## src/source/bridge_pkg.sv

```systemverilog
package bridge_pkg;

  localparam int microstep_bits = 5;  // 32 microsteps per electrical cycle
  localparam int vref_width = 8;

  // Microsteps in one quarter of the electrical cycle
  localparam int quarter_steps = 2 ** (microstep_bits - 2);

  // Cosine over one quarter, entry 0 is full current
  localparam logic [vref_width-1:0] quarter_table [quarter_steps] = '{
    8'd255,
    8'd250,
    8'd236,
    8'd212,
    8'd180,
    8'd142,
    8'd98,
    8'd50
  };

  // Low-side bridge drive and current references for both phases
  typedef struct packed {
    logic                  phase_a1;
    logic                  phase_a2;
    logic                  phase_b1;
    logic                  phase_b2;
    logic [vref_width-1:0] vref_a;
    logic [vref_width-1:0] vref_b;
  } phase_drive_t;

endpackage

```

## src/source/motion_pkg.sv

```systemverilog
package motion_pkg;

  localparam int step_count_width = 16;
  localparam int period_width = 16;   // Clock cycles per step
  localparam int min_period = 4;      // Shorter periods are stretched to this
  localparam int tag_width = 8;
  localparam int enc_width = 32;

  localparam int move_fifo_depth = 8;
  localparam int status_fifo_depth = 4;

  // One move as queued by the command decoder
  typedef struct packed {
    logic [tag_width-1:0]        tag;
    logic                        dir;     // 1 is forward
    logic [step_count_width-1:0] steps;
    logic [period_width-1:0]     period;
  } move_cmd_t;

  // Completion record of a move
  typedef struct packed {
    logic [tag_width-1:0]                  tag;
    logic [bridge_pkg::microstep_bits-1:0] microstep;
    logic signed [enc_width-1:0]           enc_count;
    logic                                  enc_fault;
  } move_status_t;

endpackage

```

## src/source/stream_fifo.sv

```systemverilog
`timescale 1ns/1ps

module stream_fifo #(
  parameter type payload_t = logic [7:0],
  parameter int  depth     = 4
) (
  input  logic     CLK,
  input  logic     resetn,
  input  logic     in_valid,
  output logic     in_ready,
  input  payload_t in_data,
  output logic     out_valid,
  input  logic     out_ready,
  output payload_t out_data
);

  localparam int ptr_bits = (depth > 1) ? $clog2(depth) : 1;

  payload_t mem [depth];

  logic [ptr_bits-1:0] wr_ptr;
  logic [ptr_bits-1:0] rd_ptr;
  logic [ptr_bits:0]   count;   // Occupancy from 0 to depth
  logic                push;
  logic                pop;

  assign in_ready  = (count != (ptr_bits + 1)'(depth));
  assign out_valid = (count != '0);
  assign out_data  = mem[rd_ptr];   // Head of queue falls through

  assign push = in_valid && in_ready;
  assign pop  = out_valid && out_ready;

  always_ff @(posedge CLK) begin
    if (push) begin
      mem[wr_ptr] <= in_data;
    end
  end

  always_ff @(posedge CLK) begin
    if (!resetn) begin
      wr_ptr <= '0;
      rd_ptr <= '0;
      count  <= '0;
    end else begin
      if (push) begin
        // Explicit wrap so any depth works
        wr_ptr <= (wr_ptr == ptr_bits'(depth - 1)) ? '0 : wr_ptr + 1'b1;
      end
      if (pop) begin
        rd_ptr <= (rd_ptr == ptr_bits'(depth - 1)) ? '0 : rd_ptr + 1'b1;
      end
      case ({push, pop})
        2'b10:   count <= count + 1'b1;
        2'b01:   count <= count - 1'b1;
        default: count <= count;   // Both or neither
      endcase
    end
  end

  // Pointers meet only when empty or full, so no push overwrites a held item
  a_no_overflow: assert property (@(posedge CLK) disable iff (!resetn)
    (wr_ptr == rd_ptr) == (!out_valid || !in_ready));

  // Stalled head item is held until taken
  a_out_stable: assert property (@(posedge CLK) disable iff (!resetn)
    out_valid && !out_ready |=> out_valid && $stable(out_data));

endmodule

```

## src/source/step_timer.sv

```systemverilog
`timescale 1ns/1ps

module step_timer (
  input  logic                                   CLK,
  input  logic                                   resetn,
  input  logic                                   cmd_valid,
  output logic                                   cmd_ready,
  input  motion_pkg::move_cmd_t                  cmd,
  output logic                                   step_pulse,
  output logic                                   step_dir,
  input  logic [bridge_pkg::microstep_bits-1:0]  microstep,
  input  logic signed [motion_pkg::enc_width-1:0] enc_count,
  input  logic                                   enc_fault,
  output logic                                   status_valid,
  input  logic                                   status_ready,
  output motion_pkg::move_status_t               status
);

  import motion_pkg::*;

  typedef enum logic [1:0] {
    st_idle,
    st_step,
    st_report
  } state_t;

  state_t                      state;
  logic [period_width-1:0]     period_reg;   // Effective period of the move
  logic [period_width-1:0]     period_cnt;
  logic [step_count_width-1:0] steps_left;
  logic [tag_width-1:0]        tag_reg;
  logic [period_width-1:0]     cmd_period;
  logic                        accept;
  logic                        finished;
  logic                        load_status;

  assign cmd_ready = (state == st_idle);
  assign accept    = cmd_valid && cmd_ready;

  // Raise short periods to the minimum
  assign cmd_period = (cmd.period < period_width'(min_period)) ?
                      period_width'(min_period) : cmd.period;

  assign finished     = (steps_left == '0);
  assign step_pulse   = (state == st_step) && !finished && (period_cnt == period_reg);
  assign status_valid = (state == st_report);

  // Zero-step moves report straight away, others once the last step is in
  assign load_status = (accept && (cmd.steps == '0)) || ((state == st_step) && finished);

  always_ff @(posedge CLK) begin
    if (!resetn) begin
      state      <= st_idle;
      period_cnt <= '0;
      steps_left <= '0;
      step_dir   <= 1'b0;
    end else begin
      case (state)
        st_idle: begin
          if (accept) begin
            step_dir   <= cmd.dir;
            period_cnt <= period_width'(1);
            steps_left <= cmd.steps;
            state      <= (cmd.steps == '0) ? st_report : st_step;
          end
        end
        st_step: begin
          if (finished) begin
            state <= st_report;   // Sequencer index already holds the last step
          end else if (step_pulse) begin
            period_cnt <= period_width'(1);
            steps_left <= steps_left - 1'b1;
          end else begin
            period_cnt <= period_cnt + 1'b1;
          end
        end
        st_report: begin
          if (status_ready) begin
            state <= st_idle;   // Stays here while the status FIFO is full
          end
        end
        default: state <= st_idle;
      endcase
    end
  end

  // Move payload and the status snapshot
  always_ff @(posedge CLK) begin
    if (accept) begin
      tag_reg    <= cmd.tag;
      period_reg <= cmd_period;
    end
    if (load_status) begin
      status.tag       <= accept ? cmd.tag : tag_reg;
      status.microstep <= microstep;
      status.enc_count <= enc_count;
      status.enc_fault <= enc_fault;
    end
  end

  // Pulses only while stepping, and never two in a row
  a_pulse_in_step: assert property (@(posedge CLK) disable iff (!resetn)
    step_pulse |-> (state == st_step) ##1 !step_pulse);

  a_status_hold: assert property (@(posedge CLK) disable iff (!resetn)
    status_valid && !status_ready |=> status_valid && $stable(status));

endmodule

```

## src/source/phase_sequencer.sv

```systemverilog
`timescale 1ns/1ps

module phase_sequencer (
  input  logic                                  CLK,
  input  logic                                  resetn,
  input  logic                                  enable,
  input  logic                                  step_pulse,
  input  logic                                  step_dir,
  output logic [bridge_pkg::microstep_bits-1:0] microstep,
  output bridge_pkg::phase_drive_t              drive
);

  import bridge_pkg::*;

  logic [microstep_bits-1:0] index_next;
  logic [microstep_bits-1:0] index_b;     // Phase B lags A by a quarter
  phase_drive_t              drive_next;

  // Current magnitude of a phase at the given index
  function automatic logic [vref_width-1:0] phase_level(
    input logic [microstep_bits-1:0] idx
  );
    logic [1:0]                quad;
    logic [microstep_bits-3:0] k;
    logic [microstep_bits-3:0] mirror;
    quad   = idx[microstep_bits-1 -: 2];
    k      = idx[microstep_bits-3:0];
    mirror = -k;   // Same as quarter_steps - k for nonzero k
    if (!quad[0]) begin
      phase_level = quarter_table[k];
    end else if (k == '0) begin
      phase_level = '0;   // Zero crossing
    end else begin
      phase_level = quarter_table[mirror];
    end
  endfunction

  // Positive current in quadrants 0 and 3
  function automatic logic phase_positive(input logic [microstep_bits-1:0] idx);
    phase_positive = (idx[microstep_bits-1] == idx[microstep_bits-2]);
  endfunction

  always_comb begin
    index_next = microstep;
    if (step_pulse) begin
      index_next = step_dir ? microstep + 1'b1 : microstep - 1'b1;
    end
    index_b = index_next - microstep_bits'(quarter_steps);

    drive_next = '0;   // Bridge off when disabled
    if (enable) begin
      drive_next.phase_a1 = phase_positive(index_next);
      drive_next.phase_a2 = !phase_positive(index_next);
      drive_next.phase_b1 = phase_positive(index_b);
      drive_next.phase_b2 = !phase_positive(index_b);
      drive_next.vref_a   = phase_level(index_next);
      drive_next.vref_b   = phase_level(index_b);
    end
  end

  always_ff @(posedge CLK) begin
    if (!resetn) begin
      microstep <= '0;
      drive     <= '0;
    end else begin
      microstep <= index_next;   // Keeps counting with the bridge off
      drive     <= drive_next;
    end
  end

  // No shoot-through on either bridge
  a_no_cross: assert property (@(posedge CLK) disable iff (!resetn)
    !(drive.phase_a1 && drive.phase_a2) && !(drive.phase_b1 && drive.phase_b2));

endmodule

```

## src/source/quad_decoder.sv

```systemverilog
`timescale 1ns/1ps

module quad_decoder (
  input  logic                                    CLK,
  input  logic                                    resetn,
  input  logic                                    enc_a,
  input  logic                                    enc_b,
  output logic signed [motion_pkg::enc_width-1:0] count,
  output logic                                    fault
);

  import motion_pkg::*;

  logic [1:0] sync_a;     // Two-flop synchronizers with bit 1 as the safe one
  logic [1:0] sync_b;
  logic [1:0] cur_pos;
  logic [1:0] prev_pos;
  logic [1:0] delta;

  // Gray 00, 01, 11, 10 to position 0..3
  assign cur_pos = {sync_a[1], sync_a[1] ^ sync_b[1]};
  assign delta   = cur_pos - prev_pos;

  always_ff @(posedge CLK) begin
    if (!resetn) begin
      sync_a   <= '0;
      sync_b   <= '0;
      prev_pos <= '0;
      count    <= '0;
      fault    <= 1'b0;
    end else begin
      sync_a   <= {sync_a[0], enc_a};
      sync_b   <= {sync_b[0], enc_b};
      prev_pos <= cur_pos;
      case (delta)
        2'd1: count <= count + enc_width'(1);   // Forward
        2'd3: count <= count - enc_width'(1);   // Backward
        2'd2: fault <= 1'b1;                    // Both bits moved so position is lost
        default: ;
      endcase
    end
  end

endmodule

```

## src/source/motion_top.sv

```systemverilog
`timescale 1ns/1ps

module motion_top (
  input  logic                     CLK,
  input  logic                     resetn,
  input  logic                     enable,
  input  logic                     move_valid,
  output logic                     move_ready,
  input  motion_pkg::move_cmd_t    move,
  input  logic                     enc_a,
  input  logic                     enc_b,
  output bridge_pkg::phase_drive_t drive,
  output logic                     status_valid,
  input  logic                     status_ready,
  output motion_pkg::move_status_t status
);

  import motion_pkg::*;
  import bridge_pkg::*;

  // Move FIFO to step timer
  logic      cmd_valid;
  logic      cmd_ready;
  move_cmd_t cmd;

  // Step timer to status FIFO
  logic         rec_valid;
  logic         rec_ready;
  move_status_t rec;

  logic                        step_pulse;
  logic                        step_dir;
  logic [microstep_bits-1:0]   microstep;
  logic signed [enc_width-1:0] enc_count;
  logic                        enc_fault;

  stream_fifo #(
    .payload_t (move_cmd_t),
    .depth     (move_fifo_depth)
  ) u_move_fifo (
    .CLK       (CLK),
    .resetn    (resetn),
    .in_valid  (move_valid),
    .in_ready  (move_ready),
    .in_data   (move),
    .out_valid (cmd_valid),
    .out_ready (cmd_ready),
    .out_data  (cmd)
  );

  step_timer u_step_timer (
    .CLK          (CLK),
    .resetn       (resetn),
    .cmd_valid    (cmd_valid),
    .cmd_ready    (cmd_ready),
    .cmd          (cmd),
    .step_pulse   (step_pulse),
    .step_dir     (step_dir),
    .microstep    (microstep),
    .enc_count    (enc_count),
    .enc_fault    (enc_fault),
    .status_valid (rec_valid),
    .status_ready (rec_ready),
    .status       (rec)
  );

  phase_sequencer u_phase_seq (
    .CLK        (CLK),
    .resetn     (resetn),
    .enable     (enable),
    .step_pulse (step_pulse),
    .step_dir   (step_dir),
    .microstep  (microstep),
    .drive      (drive)
  );

  quad_decoder u_quad_dec (
    .CLK    (CLK),
    .resetn (resetn),
    .enc_a  (enc_a),
    .enc_b  (enc_b),
    .count  (enc_count),
    .fault  (enc_fault)
  );

  stream_fifo #(
    .payload_t (move_status_t),
    .depth     (status_fifo_depth)
  ) u_status_fifo (
    .CLK       (CLK),
    .resetn    (resetn),
    .in_valid  (rec_valid),
    .in_ready  (rec_ready),
    .in_data   (rec),
    .out_valid (status_valid),
    .out_ready (status_ready),
    .out_data  (status)
  );

endmodule

```

## config.mk

```make
export PLATFORM = sky130hd
export DESIGN_NAME = motion_top
export DESIGN_NICKNAME = d
export VERILOG_FILES = /design/src/source/bridge_pkg.sv /design/src/source/motion_pkg.sv /design/src/source/stream_fifo.sv /design/src/source/step_timer.sv /design/src/source/phase_sequencer.sv /design/src/source/quad_decoder.sv /design/src/source/motion_top.sv
export SDC_FILE = /design/constraint.sdc
export NUM_CORES = 1
export LEC_CHECK = 0
export BUFFER_PORTS_ARGS = -buffer_cell sky130_fd_sc_hd__buf_2
export CAP_MARGIN = 0
export CORE_ASPECT_RATIO = 1.75
export CORE_MARGIN = 5
export CORE_UTILIZATION = 60
export DETAILED_ROUTE_END_ITERATION = 10
export PLACE_DENSITY = 0.75
export SLEW_MARGIN = 30
export SYNTH_ARGS = -nofsm -noshare
export SYNTH_HDL_FRONTEND = slang
export SYNTH_SLANG_ARGS = --single-unit
```

## constraint.sdc

```tcl
create_clock -name CLK -period 6.16 [get_ports CLK]
set_input_delay 0.924 -clock CLK [delete_from_list [all_inputs] [get_ports CLK]]
set_output_delay 0.924 -clock CLK [all_outputs]
set_load 0.03 [all_outputs]
```

After elaboration in Yosys (flattened, before gate mapping)
Memories as Yosys holds them, arrays and structs flattened. A register that Yosys moved wholly into a read port is not among the register bits.
Cells that the tools add are included.
{"block": "op_classes", "n_addsub": 18, "bitwise": 5, "magnitude_cmp": 5, "muxes": 43, "reduce_logical": 28, "eq_ne": 23}
{"cell": "$mux 8", "n": 13}
{"cell": "$mux 16", "n": 6}
{"cell": "$pmux 16 s2", "n": 2}
{"cell": "$pmux 32 s2", "n": 1}
{"cell": "$add 32x2->32 const B", "n": 1}
{"cell": "$logic_not 16->1", "n": 2}
{"cell": "$sub 32x2->32 const B", "n": 1}
{"cell": "$add 16x1->16 const B", "n": 1}
{"cell": "$eq 16x16->1", "n": 1}
{"cell": "$ge 4x4->1 const B", "n": 4}
{"cell": "$lt 16x3->1 const B", "n": 1}
{"cell": "$mux 2", "n": 8}
{"cell": "$not 3->4", "n": 4}
{"cell": "$sub 16x1->16 const B", "n": 1}
{"cell": "$eq 2x2->1 const B", "n": 7}
{"cell": "$mux 3", "n": 4}
{"cell": "$mux 5", "n": 2}
{"cell": "$add 3x1->3 const B", "n": 3}
{"cell": "$eq 2x1->1 const B", "n": 4}
{"cell": "$logic_and 1x1->1", "n": 8}
{"cell": "$ne 2x2->1 const B", "n": 4}
{"cell": "$pmux 4 s2", "n": 1}
{"cell": "$reduce_bool 2->1", "n": 4}
{"cell": "$eq 3x3->1 const B", "n": 2}
{"cell": "26 further kinds", "n": 37}
{"block": "totals", "ramBits": 512, "reg_bits": 186, "output_inout_bits": 68, "mem_count": 6, "in_bits": 48, "romBits": 256, "elab_cells": 156}
{"name": "u_move_fifo.mem", "words": 8, "word_bits": 41, "rd": 1, "rd_ports_with_merged_regs": 1, "write_ports": 1, "line": "stream_fifo.sv:19", "rtl": "payload_t mem [depth];"}
{"name": "u_status_fifo.mem", "words": 4, "word_bits": 46, "rd": 1, "rd_ports_with_merged_regs": 1, "write_ports": 1, "line": "stream_fifo.sv:19"}
{"name": "(no name shown)", "words": 8, "word_bits": 8, "rd": 1, "rd_ports_with_merged_regs": 0, "write_ports": 0, "line": "phase_sequencer.sv:34", "rtl": "phase_level = quarter_table[mirror];"}
{"name": "(no name shown)", "words": 8, "word_bits": 8, "rd": 1, "rd_ports_with_merged_regs": 0, "write_ports": 0, "line": "phase_sequencer.sv:30", "rtl": "phase_level = quarter_table[k];"}
{"name": "(no name shown)", "words": 8, "word_bits": 8, "rd": 1, "rd_ports_with_merged_regs": 0, "write_ports": 0, "line": "phase_sequencer.sv:34"}
{"name": "(no name shown)", "words": 8, "word_bits": 8, "rd": 1, "rd_ports_with_merged_regs": 0, "write_ports": 0, "line": "phase_sequencer.sv:30"}

Longest topological paths before layout
{"block": "depth", "word_depth": 13, "depth_mapped": 15, "ltp_nobuf": 14}

Hierarchy
Synthesis repeated with hierarchy kept, for this count alone.
{"block": "hier_totals", "hier_cells": 1799, "area_unflattened_um2": 29291.8}
{"mod": "stream_fifo at u_move_fifo", "area_each_um2": 13322.8, "cells_per_inst": 551, "seq_area_each_um2": 10109.7, "n_inst": 1}
{"mod": "stream_fifo at u_status_fifo", "area_each_um2": 7125.6, "cells_per_inst": 296, "seq_area_each_um2": 5705.5, "n_inst": 1}
{"mod": "step_timer", "area_each_um2": 4530.6, "cells_per_inst": 409, "seq_area_each_um2": 2722.6, "n_inst": 1}
{"mod": "quad_decoder", "area_each_um2": 2995.4, "cells_per_inst": 402, "seq_area_each_um2": 780.7, "n_inst": 1}
{"mod": "phase_sequencer", "area_each_um2": 1317.5, "cells_per_inst": 141, "seq_area_each_um2": 500.5, "n_inst": 1}

Least setup slack after synthesis
Ideal clock, no wire load.
{"block": "synth_timing", "kind": "in2reg", "start": "in move_valid", "end": "mem u_move_fifo.mem[0][0] in the netlist's numbering (enable)", "setup_slack_ns": 0.602, "path_buffers": 0, "setup_ns": 0.542, "path_stages": 2, "arrival_ns": 5.017, "required_time_ns": 5.618, "path_cell_list": "nand2_1 > nor4_1"}
{"block": "synth_between", "elab_chain_len": 3}
{"element": "start: declaration", "line": "motion_top.sv:7", "rtl": "input logic move_valid,"}
{"element": "$logic_and 1x1->1", "line": "stream_fifo.sv:31", "rtl": "assign push = in_valid && in_ready;"}
{"element": "$mux 1", "line": "stream_fifo.sv:35", "rtl": "if (push) begin"}
{"element": "$mux 1 (implied by the code)", "line": "stream_fifo.sv:36", "rtl": "mem[wr_ptr] <= in_data;"}
{"element": "end: declaration", "line": "stream_fifo.sv:19"}
Every way passes these cells.

==> flow_summary.json <==
{
  "ctsHoldBuffers": 0,
  "clkSinkCount": 703,
  "post-cts-setup-buffer-count": 0,
  "gp_congestion": 0.8737,
  "area_growth_pct": 11.21,
  "yosysWarnings": 0,
  "min_path_cells": 1,
  "synth_top_family_by_area": "multiplexers",
  "power.density_nw_per_um2": 387.4,
  "io_buffers": 115,
  "nNetsFinal": 1919,
  "ctsResizeCount": 0,
  "r2r-end": "u_step_timer.status[38]",
  "setup_viol": 0,
  "synth-async-reset-ratio_pct": 0,
  "reg2regPathDepth": 8,
  "fin_crit_ns": 3.999,
  "yosys_most_used_dff": "edfxtp_1",
  "numCtsBuffers": 57,
  "syn_area_per_cell_um2": 16.31,
  "grt_pass1_wl_um": 90500,
  "postPlaceCellArea_um2": 29400,
  "finalSetupTns_ns": 0,
  "rsz0062_at_grt": "false",
  "end_kind": "register",
  "vias": 15180,
  "drive_above_1_share_pct": 21.99,
  "synth-xor-area-share_pct": 2.272,
  "antenna_found_initial": 6,
  "syn_inst": 1728,
  "drc": 0,
  "slowest_stage": "dfxtp_4",
  "wirelength_um": 58180,
  "crit_type": "reg2reg",
  "setup_slack_ns": 2.161,
  "insertion_delay_ns": 0.60,
  "design_area_um2": 31350,
  "hold_viol": 0,
  "yosysUniqueCellTypes": 74,
  "cpLargestDelayFamily": "simple AND/OR/NAND/NOR gates",
  "drv_cap": 0,
  "clock_skew_ns": 0.02728,
  "initial_core_util_pct": 60.28,
  "max-vdd-ir-drop_uv": 292.0,
  "final_antenna_net_count": 0,
  "fp.dieH_um": 296.8,
  "dr.pass1.iters": 6,
  "cp_cell_sequence": "mux4_2 -> or4_1 -> nor2_1 -> a21oi_1 -> nor4_1 -> nand2_1 -> o21ai_4 -> buf_4",
  "grt_max_degree": 66,
  "grt_pass1_vias": 15950,
  "max_slew_margin_pct": 36.41,
  "worst_slew_pin_slew_ns": 0.9539,
  "cts_tree": "built",
  "io_pins": 116,
  "r2r_slack_ns": 2.16,
  "grtUsageMet1_pct": 24.66,
  "die_w_um": 173.9,
  "num_rows": 105,
  "min_from": "u_quad_dec.sync_b[0]",
  "drt-initial-drc-count": 940,
  "cts.clk_slew.worst_paths_ns": 0.06,
  "synth-simple-area-share_pct": 7.381,
  "use_met2_pct": 43.34,
  "synth_compound_area_share_pct": 3.852,
  "instances_no_fill": 2478,
  "path_max_fanout": 43,
  "cp.buffers_inverters": 1,
  "largest_reg_flops": 328,
  "fin_crit_sh_pct": 64.92,
  "fin_util_pct": 67.03,
  "dpl.hpwl_um": 37000,
  "crit_arrival_ns": 4.22,
  "ys_ff_latch": 703,
  "hold_class": "reg2reg",
  "cts_root_buf": "clkbuf_16",
  "start_kind": "register",
  "core_area_um2": 46770,
  "clockBufferDepth": 3,
  "viasPerCell": 6.127,
  "syn-cell-area_um2": 28190,
  "dp.cells": 2368,
  "grt_usage_pct": 22.53,
  "drv_slew": 0,
  "yosys.area_share.adder_pct": 1.500,
  "dieArea_um2": 51590,
  "wl_per_cell_um": 23.48,
  "synth_edf_count": 574,
  "whs_endpoint": "u_quad_dec.sync_b[1]",
  "top_regs": "u_move_fifo.mem (328), u_status_fifo.mem (184), u_step_timer.status (46)",
  "syn_nets": 1808,
  "use_met3_pct": 2.926,
  "run_status": "completed",
  "register_area_um2": 19830,
  "synth-seq-area-share_pct": 70.30,
  "multi_input_area_um2": 7931,
  "dpl_worst_slack_ns": 2.117,
  "fill_cells": 3126,
  "grt_overflow_total": 0,
  "top_register": "u_move_fifo.mem",
  "slowest_delay_ns": 0.91,
  "htree_levels": 2,
  "cp_data_required_time_ns": 6.38,
  "leakage_nw": 10.25,
  "busiest_layer": "met2",
  "synthMuxAreaShare_pct": 12.89,
  "max_freq_mhz": 250.1
}
## area by class of cell
| class | count | share of cell area (%) |
|---|---|---|
| antenna | 3 | 0.02395 |
| clock buffer | 81 | 5.196 |
| clock inverter | 26 | 1.010 |
| inverter | 30 | 0.3592 |
| multi-input combinational | 904 | 25.30 |
| sequential | 703 | 63.26 |
| tap | 588 | 2.347 |
| timing repair buffer | 143 | 2.506 |
## cells in the final DEF (no fill, tap or decap), types with 32 or more instances in the layout
cell type    n
o21ai_0     43
nand3_1     32
a21oi_1     68
clkbuf_16   59
edfxtp_1   574
dfxtp_1    124
nand2_1     89
mux2i_1     48
xor2_1      33
nor3_1      38
mux4_2     130
buf_2      115
nor2_1     136
xnor2_1     33
## metrics by stage
stage	total power, mW	hold WS, ns
finish	12.14	0.4628
global route	12.69	0.4873
CTS	12.24	0.4647
detailed placement	8.517	0.4336
floorplan	7.813	0.4029
global placement	8.443	0.4398
## worst reg2reg max path, stage by stage, from the launching register on
cell and delay, ns:
dfxtp_4 0.91, mux4_2 0.65, or4_1 0.54, nor2_1 0.12, a21oi_1 0.06, nor4_1 0.44
nand2_1 0.19, o21ai_4 0.14, buf_4 0.56
## synth_stat cells, drive strengths merged (10+ instances only)
cell type | instances | area, um^2
dfxtp | 129 | 2582
nand2 | 89 | 334.1
ha | 29 | 362.9
nor2 | 139 | 521.8
mux4 | 130 | 2928
nor3 | 44 | 230.2
inv | 30 | 112.6
or3 | 18 | 117.6
and2 | 11 | 68.82
edfxtp | 574 | 17240
buf | 34 | 182.7
o21ai | 47 | 242.7
o22ai | 13 | 81.33
xor2 | 33 | 289.0
xnor2 | 34 | 305.3
or4 | 13 | 101.4
nand2b | 10 | 62.56
mux2 | 20 | 225.2
nand3 | 32 | 160.2
mux2i | 48 | 480.5
nand4 | 26 | 162.7
nor4 | 25 | 162.6
clkbuf | 57 | 214.0
a21oi | 69 | 349.1
## per-layer routing
layer,vias to the layer above,part of all wire (%)
met3,122,4.0
met2,434,57
met4,6,4.0
met1,7679,35
met5,-,0.043
li1,6941,-
## power by group
part / total, mW / internal, mW / switching (mW) / leakage, nW
logic: 2.42 / 1.00 / 1.42 / 3.04
clock network: 3.74 / 2.14 / 1.60 / 0.946
registers: 5.99 / 5.61 / 0.377 / 6.26
total: 12.1 / 8.75 / 3.40 / 10.2
## worst max-delay path by stage
stage | start | to | slack [ns] | cells past startpoint
after floorplan | move_valid | u_move_fifo.mem[0][0] | 0.60 | 2
after global placement | register | u_step_timer.status[8] | 2.16 | 8
after detailed placement | register | u_step_timer.status[8] | 2.12 | 8
after CTS | register | u_step_timer.status[17] | 2.06 | 8
after global routing | register | u_step_timer.status[38] | 1.83 | 8
final | register | u_step_timer.status[38] | 2.16 | 8
## cells by family (layout without fill, tap and decap cells)
group | count (synthesis) | count (layout)
buf+inv | 121 | 280
compound gates | 176 | 176
xor+xnor | 69 | 69
simple gates | 429 | 429
flops | 703 | 703
fa+ha+maj | 32 | 32
mux | 198 | 198
other cells | 0 | 3
Power figures use the tool's default switching activity.
